**src/include/redmule_defs.svh**
```systemverilog
`ifndef REDMULE_DEFS_SVH
`define REDMULE_DEFS_SVH

// Tile size of the accumulator array
`define ARRAY_WIDTH  4
`define ARRAY_HEIGHT 4

// Element and memory word widths
`define ELEM_W 16
`define WORD_W (`ARRAY_HEIGHT * `ELEM_W)

// Word address and peripheral data widths
`define ADDR_W 16
`define REG_W  32

// Default depth of the operand FIFO
`define FIFO_DEPTH 4

`endif
```
**src/design/redmule_streamer.sv**
```systemverilog
`timescale 1ns/1ns
`include "redmule_defs.svh"

module redmule_streamer (
  input  logic                          clk_i,
  input  logic                          rst_n_i,
  input  logic                          cmd_valid_i,
  input  logic                          cmd_write_i,
  input  logic [`ADDR_W-1:0]            cmd_base_i,
  input  logic [`ADDR_W-1:0]            cmd_count_i,
  input  logic [$clog2(`FIFO_DEPTH):0]  fifo_space_i,
  input  logic                          mem_gnt_i,
  input  logic [`WORD_W-1:0]            mem_rdata_i,
  input  logic                          mem_r_valid_i,
  input  logic                          z_valid_i,
  input  logic [`WORD_W-1:0]            z_row_i,
  output logic                          cmd_ready_o,
  output logic                          mem_req_o,
  output logic                          mem_wen_o,
  output logic [`ADDR_W-1:0]            mem_add_o,
  output logic [`WORD_W-1:0]            mem_wdata_o,
  output logic                          ld_valid_o,
  output logic [`WORD_W-1:0]            ld_data_o,
  output logic                          z_ready_o
);
  logic                active_q, write_q, req_q;
  logic [`ADDR_W-1:0]  addr_q, req_left_q, cpl_left_q;
  logic [`WORD_W-1:0]  wdata_q;
  logic                grant, cpl, rd_go, z_take;

  assign grant  = req_q && mem_gnt_i;
  // Stores finish on grant, loads on their response
  assign cpl    = write_q ? grant : (mem_r_valid_i && active_q);
  // Only read when a FIFO slot is free for the answer
  assign rd_go  = active_q && !write_q && !req_q && (req_left_q != '0) && (fifo_space_i != '0);
  assign z_take = z_valid_i && z_ready_o;

  assign cmd_ready_o = !active_q;
  assign z_ready_o   = active_q && write_q && !req_q && (req_left_q != '0);
  assign mem_req_o   = req_q;
  assign mem_wen_o   = !write_q;
  assign mem_add_o   = addr_q;
  assign mem_wdata_o = wdata_q;
  assign ld_valid_o  = mem_r_valid_i && active_q && !write_q;
  assign ld_data_o   = mem_rdata_i;

  always_ff @(posedge clk_i) begin
    if (!rst_n_i) begin
      active_q   <= 1'b0;
      write_q    <= 1'b0;
      req_q      <= 1'b0;
      addr_q     <= '0;
      req_left_q <= '0;
      cpl_left_q <= '0;
    end else begin
      if (cmd_valid_i && cmd_ready_o) begin
        active_q   <= (cmd_count_i != '0);
        write_q    <= cmd_write_i;
        addr_q     <= cmd_base_i;
        req_left_q <= cmd_count_i;
        cpl_left_q <= cmd_count_i;
      end
      if (rd_go || z_take) begin
        req_q <= 1'b1;
      end
      if (grant) begin
        req_q      <= 1'b0;
        addr_q     <= addr_q + 1'b1;
        req_left_q <= req_left_q - 1'b1;
      end
      if (cpl) begin
        cpl_left_q <= cpl_left_q - 1'b1;
        if (cpl_left_q == `ADDR_W'(1)) begin
          active_q <= 1'b0;
        end
      end
    end
  end

  always_ff @(posedge clk_i) begin
    if (z_take) begin
      wdata_q <= z_row_i;
    end
  end

  a_req_stable: assert property (
    @(posedge clk_i) disable iff (!rst_n_i)
    mem_req_o && !mem_gnt_i |=> mem_req_o && $stable(mem_wen_o) &&
      $stable(mem_add_o) && $stable(mem_wdata_o)
  );

endmodule

```
**config.mk**
```make
export PLATFORM = sky130hd
export DESIGN_NAME = redmule_streamer
export DESIGN_NICKNAME = d
export VERILOG_FILES = /design/src/design/redmule_streamer.sv
export VERILOG_INCLUDE_DIRS = /design/src /design/src/include
export SDC_FILE = /design/constraint.sdc
export NUM_CORES = 1
export LEC_CHECK = 0
export ABC_AREA = 1
export BUFFER_PORTS_ARGS = -buffer_cell sky130_fd_sc_hd__buf_2
export CAP_MARGIN = 10
export CORE_ASPECT_RATIO = 0.75
export CORE_MARGIN = 3
export CORE_UTILIZATION = 45
export DETAILED_ROUTE_END_ITERATION = 10
export PLACE_DENSITY = 0.85
export SYNTH_ARGS = -nofsm -noshare
export SYNTH_HDL_FRONTEND = slang
export SYNTH_SLANG_ARGS = --single-unit
```
**constraint.sdc**
```tcl
create_clock -name clk_i -period 3.3 [get_ports clk_i]
set_input_delay 0.33 -clock clk_i [delete_from_list [all_inputs] [get_ports clk_i]]
set_output_delay 0.33 -clock clk_i [all_outputs]
set_load 0.03 [all_outputs]
```
# Word level (Yosys, flattened, before mapping)
# Cells that the tools add are included.
[totals] regBits=115 latchBits=0 mem_bits_rw=0 rom_bits=0 in_bits=170 out_inout_bits=149 elab_cells=43 memories=0
[classes] n_addsub=3 n_mul=0 div_mod_pow=0 order_cmp=0 n_eq_ne=1 shift=0 n_mux=9 bitwise_logic=1 n_reduce_logical=22
[ops] op="$mux W16" n=5
[ops] op="$reduce_bool A16 Y1" n=2
[ops] op="$sub A16 B1 Y16 const B" n=2
[ops] op="$add A16 B1 Y16 const B" n=1
[ops] op="$eq A16 B1 Y1 const B" n=1
[ops] op="$logic_and A1 B1 Y1" n=12
[ops] op="$mux W1" n=4
[ops] op="$reduce_bool A2 Y1" n=2
[ops] op="$logic_not A1 Y1" n=3
[ops] op="$reduce_bool A3 Y1" n=1
[ops] op="$reduce_or A2 Y1" n=1
[ops] op="$logic_or A1 B1 Y1" n=1
[ops] op="$not A1 Y1" n=1

# Longest topological paths before layout
# Gate-level depths: netlist of run 1.
[depth] depth_word=6 ltp_mapped=11 depth_no_buf=11

# Least setup slack after synthesis of run 1
# OpenSTA, ideal clock, no wires.
[synth_path] path_type="register -> register" from="register req_left_q[0]" to="register wdata_q[0] (netlist: mem_wdata_o[0]), enable pin" setup_time_ns=0.418 arrival_time_ns=2.305 required_time_ns=2.882 path_slack_ns=0.577 path_stages_with_launch=8 path_cell_list="dfxtp_1 > inv_1 > ha_1 > nand3_1 > nor2_2 > nand4_1 > nand3_1 > inv_1"
[synth_via] elab_chain_len=3
[synth_rtl] element="from (decl)" line_no="redmule_streamer.sv:27" source="logic [`ADDR_W-1:0] addr_q, req_left_q, cpl_left_q;"
[synth_rtl] element="from (signal assigned)" line_no="redmule_streamer.sv:60" source="req_left_q <= cmd_count_i;"
[synth_rtl] element="from (signal assigned)" line_no="redmule_streamer.sv:69" source="req_left_q <= req_left_q - 1'b1;"
[synth_rtl] element="$reduce_bool A16 Y1" line_no="redmule_streamer.sv:39" source="assign z_ready_o = active_q && write_q && !req_q && (req_left_q != '0);"
[synth_rtl] element="$logic_and A1 B1 Y1" line_no="redmule_streamer.sv:39"
[synth_rtl] element="$logic_and A1 B1 Y1" line_no="redmule_streamer.sv:36" source="assign z_take = z_valid_i && z_ready_o;"
[synth_rtl] element="named net z_take" line_no="redmule_streamer.sv:29" source="logic grant, cpl, rd_go, z_take;"
[synth_rtl] element="to (signal assigned)" line_no="redmule_streamer.sv:82" source="wdata_q <= z_row_i;"
[synth_rtl] element="to (decl)" line_no="redmule_streamer.sv:28" source="logic [`WORD_W-1:0] wdata_q;"
# The timed path passes the listed nets, and every way through them passes these cells.
# A chain may end at the register's enable or synchronous reset.

# Worst setup path in the final report of run 1
[layout_path] from="register req_left_q[0]" to="output port z_ready_o"
[layout_via] elab_chain_len=2
[layout_rtl] element="$reduce_bool A16 Y1" line_no="redmule_streamer.sv:39"
[layout_rtl] element="$logic_and A1 B1 Y1" line_no="redmule_streamer.sv:39"
[layout_rtl] element="to (decl)" line_no="redmule_streamer.sv:24" source="output logic z_ready_o"
# No other way between the ends.

==> results of run 1 <==
-- final cells by class --
cell class,count,area (sq um),area share [%]
Timing Repair Buffer,191,971,13.8
Tap cell,166,208,2.96
Inverter,72,273,3.89
Clock inverter,15,123,1.75
Clock buffer,17,425,6.06
Multi-Input combinational cell,435,2080,29.6
Sequential cell,115,2940,41.9
-- through the flow --
stage	util [%]	instances	worst slack [ns]	power, W
detailed placement	51.7	979	1.19	0.00233
finish	56.1	1011	0.945	0.00402
CTS	56.1	1011	0.976	0.00402
global route	56.1	1011	0.816	0.00419
global placement	51.7	979	1.25	0.00231
floorplan	-	705	0.577	0.00228
-- flip-flops by register name, summed over array words and instances, names as in the netlist --
name,cells
active_q,1
cpl_left_q,16
mem_add_o,16
mem_req_o,1
mem_wdata_o,64
req_left_q,16
write_q,1
-- cell usage in the layout (no fill, tap or decap), types with 3 or more instances in the layout --
| cell | instances |
|---|---|
| a211oi_1 | 3 |
| a31oi_1 | 11 |
| inv_6 | 5 |
| ha_1 | 4 |
| nand2_2 | 4 |
| o211ai_1 | 4 |
| o21ai_0 | 25 |
| nor3_1 | 9 |
| nor2_1 | 72 |
| inv_1 | 60 |
| clkinv_4 | 3 |
| xor2_1 | 6 |
| inv_8 | 3 |
| dfxtp_1 | 51 |
| o21ai_1 | 12 |
| nand2_1 | 148 |
| nor2_2 | 10 |
| a21oi_1 | 43 |
| nand3b_1 | 4 |
| buf_2 | 190 |
| nand4_1 | 8 |
| clkbuf_16 | 17 |
| edfxtp_1 | 64 |
| nand3_1 | 57 |
| clkinv_2 | 3 |
| inv_2 | 11 |
-- synthesized netlist by cell type --
cell type	number	area, sq um
a211oi_1	3	22.5
a21oi_1	43	215
a31oi_1	11	68.8
and2_1	1	6.26
buf_2	6	30.0
buf_4	68	510
buf_6	4	45.0
clkbuf_1	5	18.8
dfxtp_1	51	1020
edfxtp_1	64	1920
ha_1	4	50.1
inv_1	61	229
inv_2	10	37.5
inv_4	1	6.26
nand2_1	148	556
nand2_2	4	25.0
nand2_4	1	11.3
nand3_1	57	285
nand3_2	1	10.0
nand3b_1	4	30.0
nand4_1	8	50.1
nor2_1	72	270
nor2_2	10	62.6
nor2_4	2	22.5
nor3_1	9	45.0
nor4_1	2	12.5
o211ai_1	4	30.0
o21ai_0	25	125
o21ai_1	12	60.1
o21ai_2	1	8.76
o21ai_4	1	16.3
o21bai_1	2	15.0
o221ai_1	1	8.76
or2_0	1	6.26
or2_2	2	12.5
xor2_1	6	52.6
-- cell families (layout without fill, tap and decap cells) --
family | Yosys count | count (layout) | synth area share (%)
and+or+nand+nor | 322 | 322 | 23.8
buffers and inverters | 155 | 295 | 14.9
DFF | 115 | 115 | 49.9
AOI/OAI and AO/OA | 103 | 103 | 9.67
xor gates and xnor gates | 6 | 6 | 0.891
adders and majority gates | 4 | 4 | 0.849
-- worst register-to-register path: stages (launching register included) --
cell and delay, ns:
dfxtp_1 0.37, inv_1 0.13, ha_1 0.25, nand3_1 0.18, nor2_2 0.08, nand4_1 0.13
nand3_1 0.12, inv_2 0.25, buf_12 0.32
-- worst paths after layout --
| path | from | end | slack (ns) | depth (start not counted) |
|---|---|---|---|---|
| max reg2reg | req_left_q[0] | mem_wdata_o[53] | 1.12 | 8 |
| min | z_row_i[33] | mem_wdata_o[33] | 0.1 | 1 |
| max | req_left_q[0] | z_ready_o | 0.94 | 7 |
| min reg2reg | cpl_left_q[3] | cpl_left_q[3] | 0.49 | 2 |
-- routing by layer --
layer  global-route usage, %  up-vias  part of all wire, %
met2                    33.4      291                   47
met3                    8.23       55                   11
met4                    9.59        2                  3.1
met1                    27.6     2364                   39
li1                        -     2531                    -
met5                       0        -                0.061
-- power by group through the flow --
stage,Combinational [W],Clock (W),Sequential [W]
2_1_floorplan,0.000554,0,0.00172
3_3_place_gp,0.000635,0,0.00168
3_5_place_dp,0.000648,0,0.00168
4_1_cts,0.000654,0.00172,0.00165
5_1_grt,0.000739,0.00179,0.00166
6_report,0.000665,0.00170,0.00165
==> impl_metrics.tcl, run 1 <==
set metrics [dict create \
    status "finished clean" \
    final.min_clock_period_ns 2.36 \
    crit_type "flop to output port" \
    hold_buffers 0 \
    swShare_pct 30.6 \
    drc 0 \
    powerDensity_mw_per_mm2 572 \
    cts_buffer_depth 2 \
    p_sw_w 0.00123 \
    rows 35 \
    hold_violations 0 \
    start_kind "flop" \
    ys_types 36 \
    syn_area_sq_mm 0.00590 \
    slew_headroom_pct 52.4 \
    p_leak_nw 3.07 \
    cpLargestDelayFamily "simple AND/OR/NAND/NOR gates" \
    power.internal_w 0.00279 \
    worst_ep_arrival_time_ns 2.03 \
    cts_buffers 17 \
    clockRootBuffer "clkbuf_16" \
    grt_pass1_wl_mm 25.3 \
    drt_iter0_drc 628 \
    clock-sinks 115 \
    gp_congestion 0.921 \
    placed_area_sq_mm 0.00647 \
    start_util_pct 47.1 \
    critPathBufInv 2 \
    io_buffers 190 \
    crit_chain "inv_1 > ha_1 > nand3_1 > nor2_2 > nand4_1 > and2_1 > buf_2" \
    ir_drop_v 0.000449 \
    via_per_inst 5.19 \
    synth_nets 879 \
    grt_pass1_vias 4842 \
    drv_slew 0 \
    worstPathRequired_ns 2.97 \
    finalClockSkew_ns 0.0108 \
    post_cts_buffers 0 \
    finalSetupTns_ns 0 \
    wl_per_cell_um 16.2 \
    cpMaxStageDelayCell "dfxtp_1" \
    design.die.area_sq_mm 0.0145 \
    area_growth_pct 19.0 \
    fill_cells 1099 \
    ant_nets 0 \
    p_seq_share_pct 41.2 \
    synth_area_per_cell_sq_um 8.37 \
    gr-total-overflow 0 \
    vias 5243 \
    worstSkewPairLatency_ns 0.41 \
    grt_start_max_net_pins 54 \
    setup_viol 0 \
    fin_nets 1006 \
    antenna_found_initial 1 \
    period_share_pct 71.4 \
    dieWidth_um 138 \
    tritoncts "done" \
    yosysWarningCount 0 \
    grt_usage_pct 21.8 \
    drt_wl_total_mm 16.4 \
    ys_seq_elements 115 \
    tightest_slew_ns 0.713 \
    clock_power_share_pct 42.3 \
    whs_ns 0.0978 \
    cp_slowest_stage_delay_ns 0.33 \
    yosysSeqAreaShare_pct 49.9 \
    final_area_sq_mm 0.00702 \
    dp_hpwl_mm 12.1 \
    die_h_um 105 \
    rsz0062_at_grt "no" \
    maxCapViolCount 0 \
    firstDrtPassIters 5 \
    critPathMaxFanout 5 \
    power_frac_comb_pct 16.6 \
    crit_path_end_kind "output port" \
    antenna_cells 0 \
    max_freq_ghz 0.425 \
    cts.htree.levels 4 \
    core_area_sq_mm 0.0125 \
    cts_resized 0 \
    synth_cells 705 \
    clkTransAtPathRegs_ns 0.06 \
    io_pins 319 \
    hold_class "input port to flop" \
    drive_above_1_share_pct 30.3 \
]
(Power assumes the default switching activity.)
==> run 2, diff against run 1 <==
==> constraint.sdc (replaced) <==
create_clock -name clk_i -period 2.2 [get_ports clk_i]
set_input_delay 0.22 -clock clk_i [delete_from_list [all_inputs] [get_ports clk_i]]
set_output_delay 0.22 -clock clk_i [all_outputs]
set_load 0.03 [all_outputs]
==> impl_metrics.tcl, run 2 (same netlist as run 1, synthesis figures left out) <==
set metrics [dict create \
    io_buffers 190 \
    antenna_found_initial 2 \
    hold_violations 0 \
    wl_per_cell_um 17.6 \
    finalClockSkew_ns 0.0205 \
    max_freq_ghz 0.483 \
    worstPathRequired_ns 1.98 \
    hold_class "input port to flop" \
    slew_headroom_pct 51.2 \
    gp_congestion 0.932 \
    reg2reg_depth 8 \
    start_util_pct 47.1 \
    clockRootBuffer "clkbuf_16" \
    clock-sinks 115 \
    grt_pass1_vias 5545 \
    drive_above_1_share_pct 29.2 \
    grt_start_max_net_pins 65 \
    vias 5703 \
    rows 35 \
    status "finished clean" \
    final.min_clock_period_ns 2.07 \
    ant_nets 0 \
    worst_slack_ns 0.129 \
    design.die.area_sq_mm 0.0145 \
    cts_buffer_depth 2 \
    drc 0 \
    critPathMaxFanout 5 \
    worstSkewPairLatency_ns 0.42 \
    drv_slew 0 \
    die_h_um 105 \
    clkTransAtPathRegs_ns 0.06 \
    crit_type "flop to output port" \
    firstDrtPassIters 7 \
    rsz0062_at_grt "no" \
    tritoncts "done" \
    cts_resized 0 \
    drt_wl_total_mm 19.0 \
    fin_nets 1073 \
    layout_common_cells "190 x buf_2, 148 x nand2_1, 72 x nor2_1" \
    cts.htree.levels 4 \
    cts_buffers 17 \
    maxCapViolCount 0 \
    gr-total-overflow 0 \
    dp_hpwl_mm 12.5 \
    area_growth_pct 31.7 \
    fill_cells 1002 \
    period_share_pct 94.1 \
    drt_iter0_drc 621 \
    regToRegEndpoint "mem_wdata_o[44]" \
    final_common_cell "buf_2" \
    powerDensity_mw_per_mm2 821 \
    p_leak_nw 3.36 \
    via_per_inst 5.28 \
    rrSetupSlack_ns 0.29 \
    finalPower_w 0.00638 \
    setup_viol 0 \
    cp-startpoint "req_left_q[0]" \
    r2r_start "req_left_q[0]" \
    dieWidth_um 138 \
    ir_drop_v 0.000615 \
    worst_ep_arrival_time_ns 1.85 \
    tightest_slew_ns 0.731 \
    whs_ns 0.0514 \
    start_kind "flop" \
    largest_reg_flops 64 \
    grt_pass1_wl_mm 29.0 \
    grt_usage_pct 25.2 \
    core_area_sq_mm 0.0125 \
    cp-endpoint "z_ready_o" \
    crit_path_end_kind "output port" \
    pre_cts_ws_ns 0.356 \
    io_pins 319 \
]
run 2: cell count changes in the layout (fill, tap and decap cells not counted), sizes merged:
cell,previous run,this run
bufinv,0,1
clkinvlp,0,3
diode,0,2
dlygate4sd3,0,63
clkinv,7,3
buf,191,195
run 2: layer usage:
layer,global-route usage (%),wire length (um),vias up
li1,-,-,2655
met5,0,0,-
met2,39.2,9070,341
met1,30.9,7290,2627
met4,14.2,879,0
met3,7.91,1730,80
run 2: worst min-delay path by stage:
stage	slack, ns	to	start	cells after the start
after global placement	0.40	mem_wdata_o[1]	z_row_i[1]	1
after global routing	0.03	mem_wdata_o[37]	z_row_i[37]	1
after floorplan	0.32	mem_wdata_o[0]	z_row_i[0]	0
after CTS	0.003	mem_wdata_o[31]	z_row_i[31]	1
final	0.05	mem_wdata_o[37]	z_row_i[37]	1
after detailed placement	0.40	mem_wdata_o[54]	z_row_i[54]	1
run 2: worst max-delay path, cell delays in order, from the launching register on:
cell	delay (ns)
dfxtp_2	0.33
inv_2	0.11
ha_4	0.16
nand3_4	0.10
nor2_4	0.15
nand4_1	0.20
and2_1	0.22
buf_2	0.17
run 2: through the flow:
stage                     std cells  utilization, %  TNS (ns)  instance area, sq um
after floorplan                 705               -     -7.96                  5940
after global placement          983            52.2         0                  6540
after detailed placement        983            52.2         0                  6540
after CTS                      1074            61.6         0                  7720
after global routing           1080            62.0         0                  7770
final                          1080            62.0         0                  7770
run 2: timing repair:
item / CTS / global route
endpoints found under the hold margin: 59 / 4
buffers inserted: 0 / 0
hold buffers: 59 / 4
run 2: cell type report:
type | count | area (sq um) | share of cell area (%)
timing repair buffer | 258 | 1630 | 21.0
multi-input combinational | 435 | 2110 | 27.2
tap | 166 | 208 | 2.67
clock inverter | 15 | 163 | 2.09
sequential | 115 | 2940 | 37.9
inverter | 72 | 277 | 3.56
clock buffer | 17 | 425 | 5.48
antenna | 2 | 5.00 | 0.0644
run 2: where the power goes:
group / internal (W) / switching (W) / total, W
Clock: 0.00161 / 0.00115 / 0.00276
Sequential: 0.00238 / 0.000107 / 0.00248
Combinational: 0.000421 / 0.000720 / 0.00114
Total: 0.00440 / 0.00198 / 0.00638
==> run 3, diff against run 2 <==
--- a/config.mk
+++ b/config.mk
@@ -13,6 +13,7 @@
 export CORE_MARGIN = 3
 export CORE_UTILIZATION = 45
 export DETAILED_ROUTE_END_ITERATION = 10
+export GPL_TIMING_DRIVEN = 0
 export PLACE_DENSITY = 0.85
 export SYNTH_ARGS = -nofsm -noshare
 export SYNTH_HDL_FRONTEND = slang
==> impl_metrics.tcl, run 3 (same netlist as run 1, synthesis figures left out) <==
set metrics [dict create \
    status "finished clean" \
    cpMaxStageDelayCell "dfxtp_2" \
    gr-total-overflow 0 \
    setup_viol 0 \
    cp-startpoint "req_left_q[0]" \
    hold_violations 0 \
    rows 35 \
    cts_buffer_depth 2 \
    ir_drop_v 0.000701 \
    cts.htree.levels 4 \
    cp-endpoint "z_ready_o" \
    crit_path_end_kind "output port" \
    io_pins 319 \
    crit_type "flop to output port" \
    drive_above_1_share_pct 38.7 \
    drv_slew 0 \
    period_share_pct 99.7 \
    design.die.area_sq_mm 0.0145 \
    dieWidth_um 138 \
    worstSkewPairLatency_ns 0.42 \
    ant_nets 0 \
    dp.cells 1126 \
    clock-sinks 115 \
    crit_chain "inv_4 > ha_4 > nand3_4 > nor2_4 > nand4_1 > and2_1 > buf_2" \
    max_freq_ghz 0.456 \
    via_per_inst 5.40 \
    final_core_utilization_pct 69.2 \
    cp.depth 7 \
    firstDrtPassIters 10 \
    finalSetupTns_ns 0 \
    largest_reg_flops 64 \
    grt_start_max_net_pins 40 \
    hold_class "input port to flop" \
    maxCapViolCount 0 \
    critPathMaxFanout 5 \
    wl_per_cell_um 18.7 \
    gp_congestion 0.950 \
    drt_iter0_drc 1125 \
    worst_ep_arrival_time_ns 1.97 \
    powerDensity_mw_per_mm2 775 \
    layout_common_cells "260 x buf_2, 148 x nand2_1, 72 x nor2_1, 72 x buf_4, 64 x edfxtp_1" \
    grt_pass1_vias 6369 \
    start_util_pct 47.1 \
    final_common_cell "buf_2" \
    antenna_cells 0 \
    slew_headroom_pct 56.0 \
    antenna_found_initial 0 \
    clkTransAtPathRegs_ns 0.06 \
    die_h_um 105 \
    start_kind "flop" \
    dp_hpwl_mm 14.8 \
    rrSetupSlack_ns 0.08 \
    reg2reg_depth 8 \
    r2r_start "req_left_q[0]" \
    regToRegEndpoint "mem_wdata_o[44]" \
    tightest_slew_ns 0.660 \
    grt_pass1_wl_mm 34.2 \
    clockRootBuffer "clkbuf_16" \
    drt_wl_total_mm 23.0 \
    io_buffers 254 \
    fill_cells 903 \
    min_path_cells 1 \
    core_area_sq_mm 0.0125 \
    fin_cells 1225 \
    critPathBufInv 2 \
    p_leak_nw 3.99 \
    final.min_clock_period_ns 2.19 \
    fin_nets 1220 \
    cpLargestDelayFamily "simple AND/OR/NAND/NOR gates" \
    grt_usage_pct 30.0 \
    drc 0 \
    area_growth_pct 47.0 \
    tritoncts "done" \
    worstPathRequired_ns 1.98 \
    rsz0062_at_grt "no" \
    cts_buffers 17 \
    vias 6614 \
    cp_slowest_stage_delay_ns 0.35 \
    finalClockSkew_ns 0.0125 \
]
## run 3: cell count changes in the layout (fill, tap and decap cells not counted), moves of 2 or more
| cell | change |
|---|---|
| buf_4 | +68 |
| inv_6 | -2 |
| clkbuf_1 | +5 |
| buf_6 | +4 |
| buf_2 | +70 |
| diode_2 | -2 |
| clkinv_2 | +2 |
## run 3: layer usage
metal  track usage (%)  vias to the layer above  share of wire (%)
met2              51.5                      561                 49
met5                 0                        -                  0
met4              15.2                        0                5.5
met1              34.4                     2974                 34
li1                  -                     2962                  -
met3              8.14                      117                 11
## run 3: per-stage QoR
step | hold WS (ns) | total power (W) | setup WS [ns] | cell area, sq um
after global placement | 0.397 | 0.00380 | -0.740 | 7420
after floorplan | 0.319 | 0.00343 | -0.124 | 5940
after global routing | 0.0305 | 0.00692 | 0.00216 | 8670
after detailed placement | 0.398 | 0.00384 | -0.246 | 7440
after CTS | 0.0145 | 0.00660 | 0.0837 | 8650
final | 0.0416 | 0.00672 | 0.00599 | 8670
## run 3: area by class of cell
| type | count | area [sq um] | area share (%) |
|---|---|---|---|
| sequential | 115 | 2940 | 34.0 |
| tap | 166 | 208 | 2.40 |
| inverter | 72 | 279 | 3.22 |
| clock inverter | 15 | 148 | 1.70 |
| clock buffer | 17 | 425 | 4.91 |
| timing repair inverter | 1 | 7.51 | 0.0866 |
| timing repair buffer | 321 | 1940 | 22.4 |
| buffer | 83 | 604 | 6.97 |
| multi-input combinational | 435 | 2110 | 24.4 |
## run 3: how the worst min path moves through the flow
stage	startpoint	to	slack, ns
6_report	z_row_i[32]	mem_wdata_o[32]	0.04
5_1_grt	z_row_i[32]	mem_wdata_o[32]	0.03
4_1_cts	z_row_i[32]	mem_wdata_o[32]	0.01
3_5_place_dp	z_row_i[40]	mem_wdata_o[40]	0.40
3_3_place_gp	z_row_i[14]	mem_wdata_o[14]	0.40
2_1_floorplan	z_row_i[0]	mem_wdata_o[0]	0.32
## run 3: repair_timing
action                     4_1_cts  5_1_grt
gates cloned                     1        0
resized for setup                1        2
hold buffers                    62        0
hold endpoints to repair        62        0
setup buffers                    2        2
setup endpoints to repair       64        1
pin swaps                        0        3
## run 3: worst register-to-register path, delay by kind of cell, from the launching register on
kind                       cells  cell delay (ns)
adders and majority gates      1             0.16
buffers and inverters          3             0.52
DFF                            1             0.35
and+or+nand+nor                4             0.82
## run 3: where the power goes
part           total (W)  internal [W]  leakage [nW]  switching (W)
clock            0.00274       0.00159         0.279        0.00115
combinational    0.00149      0.000561          2.71       0.000932
sequential       0.00249       0.00238         0.998       0.000116
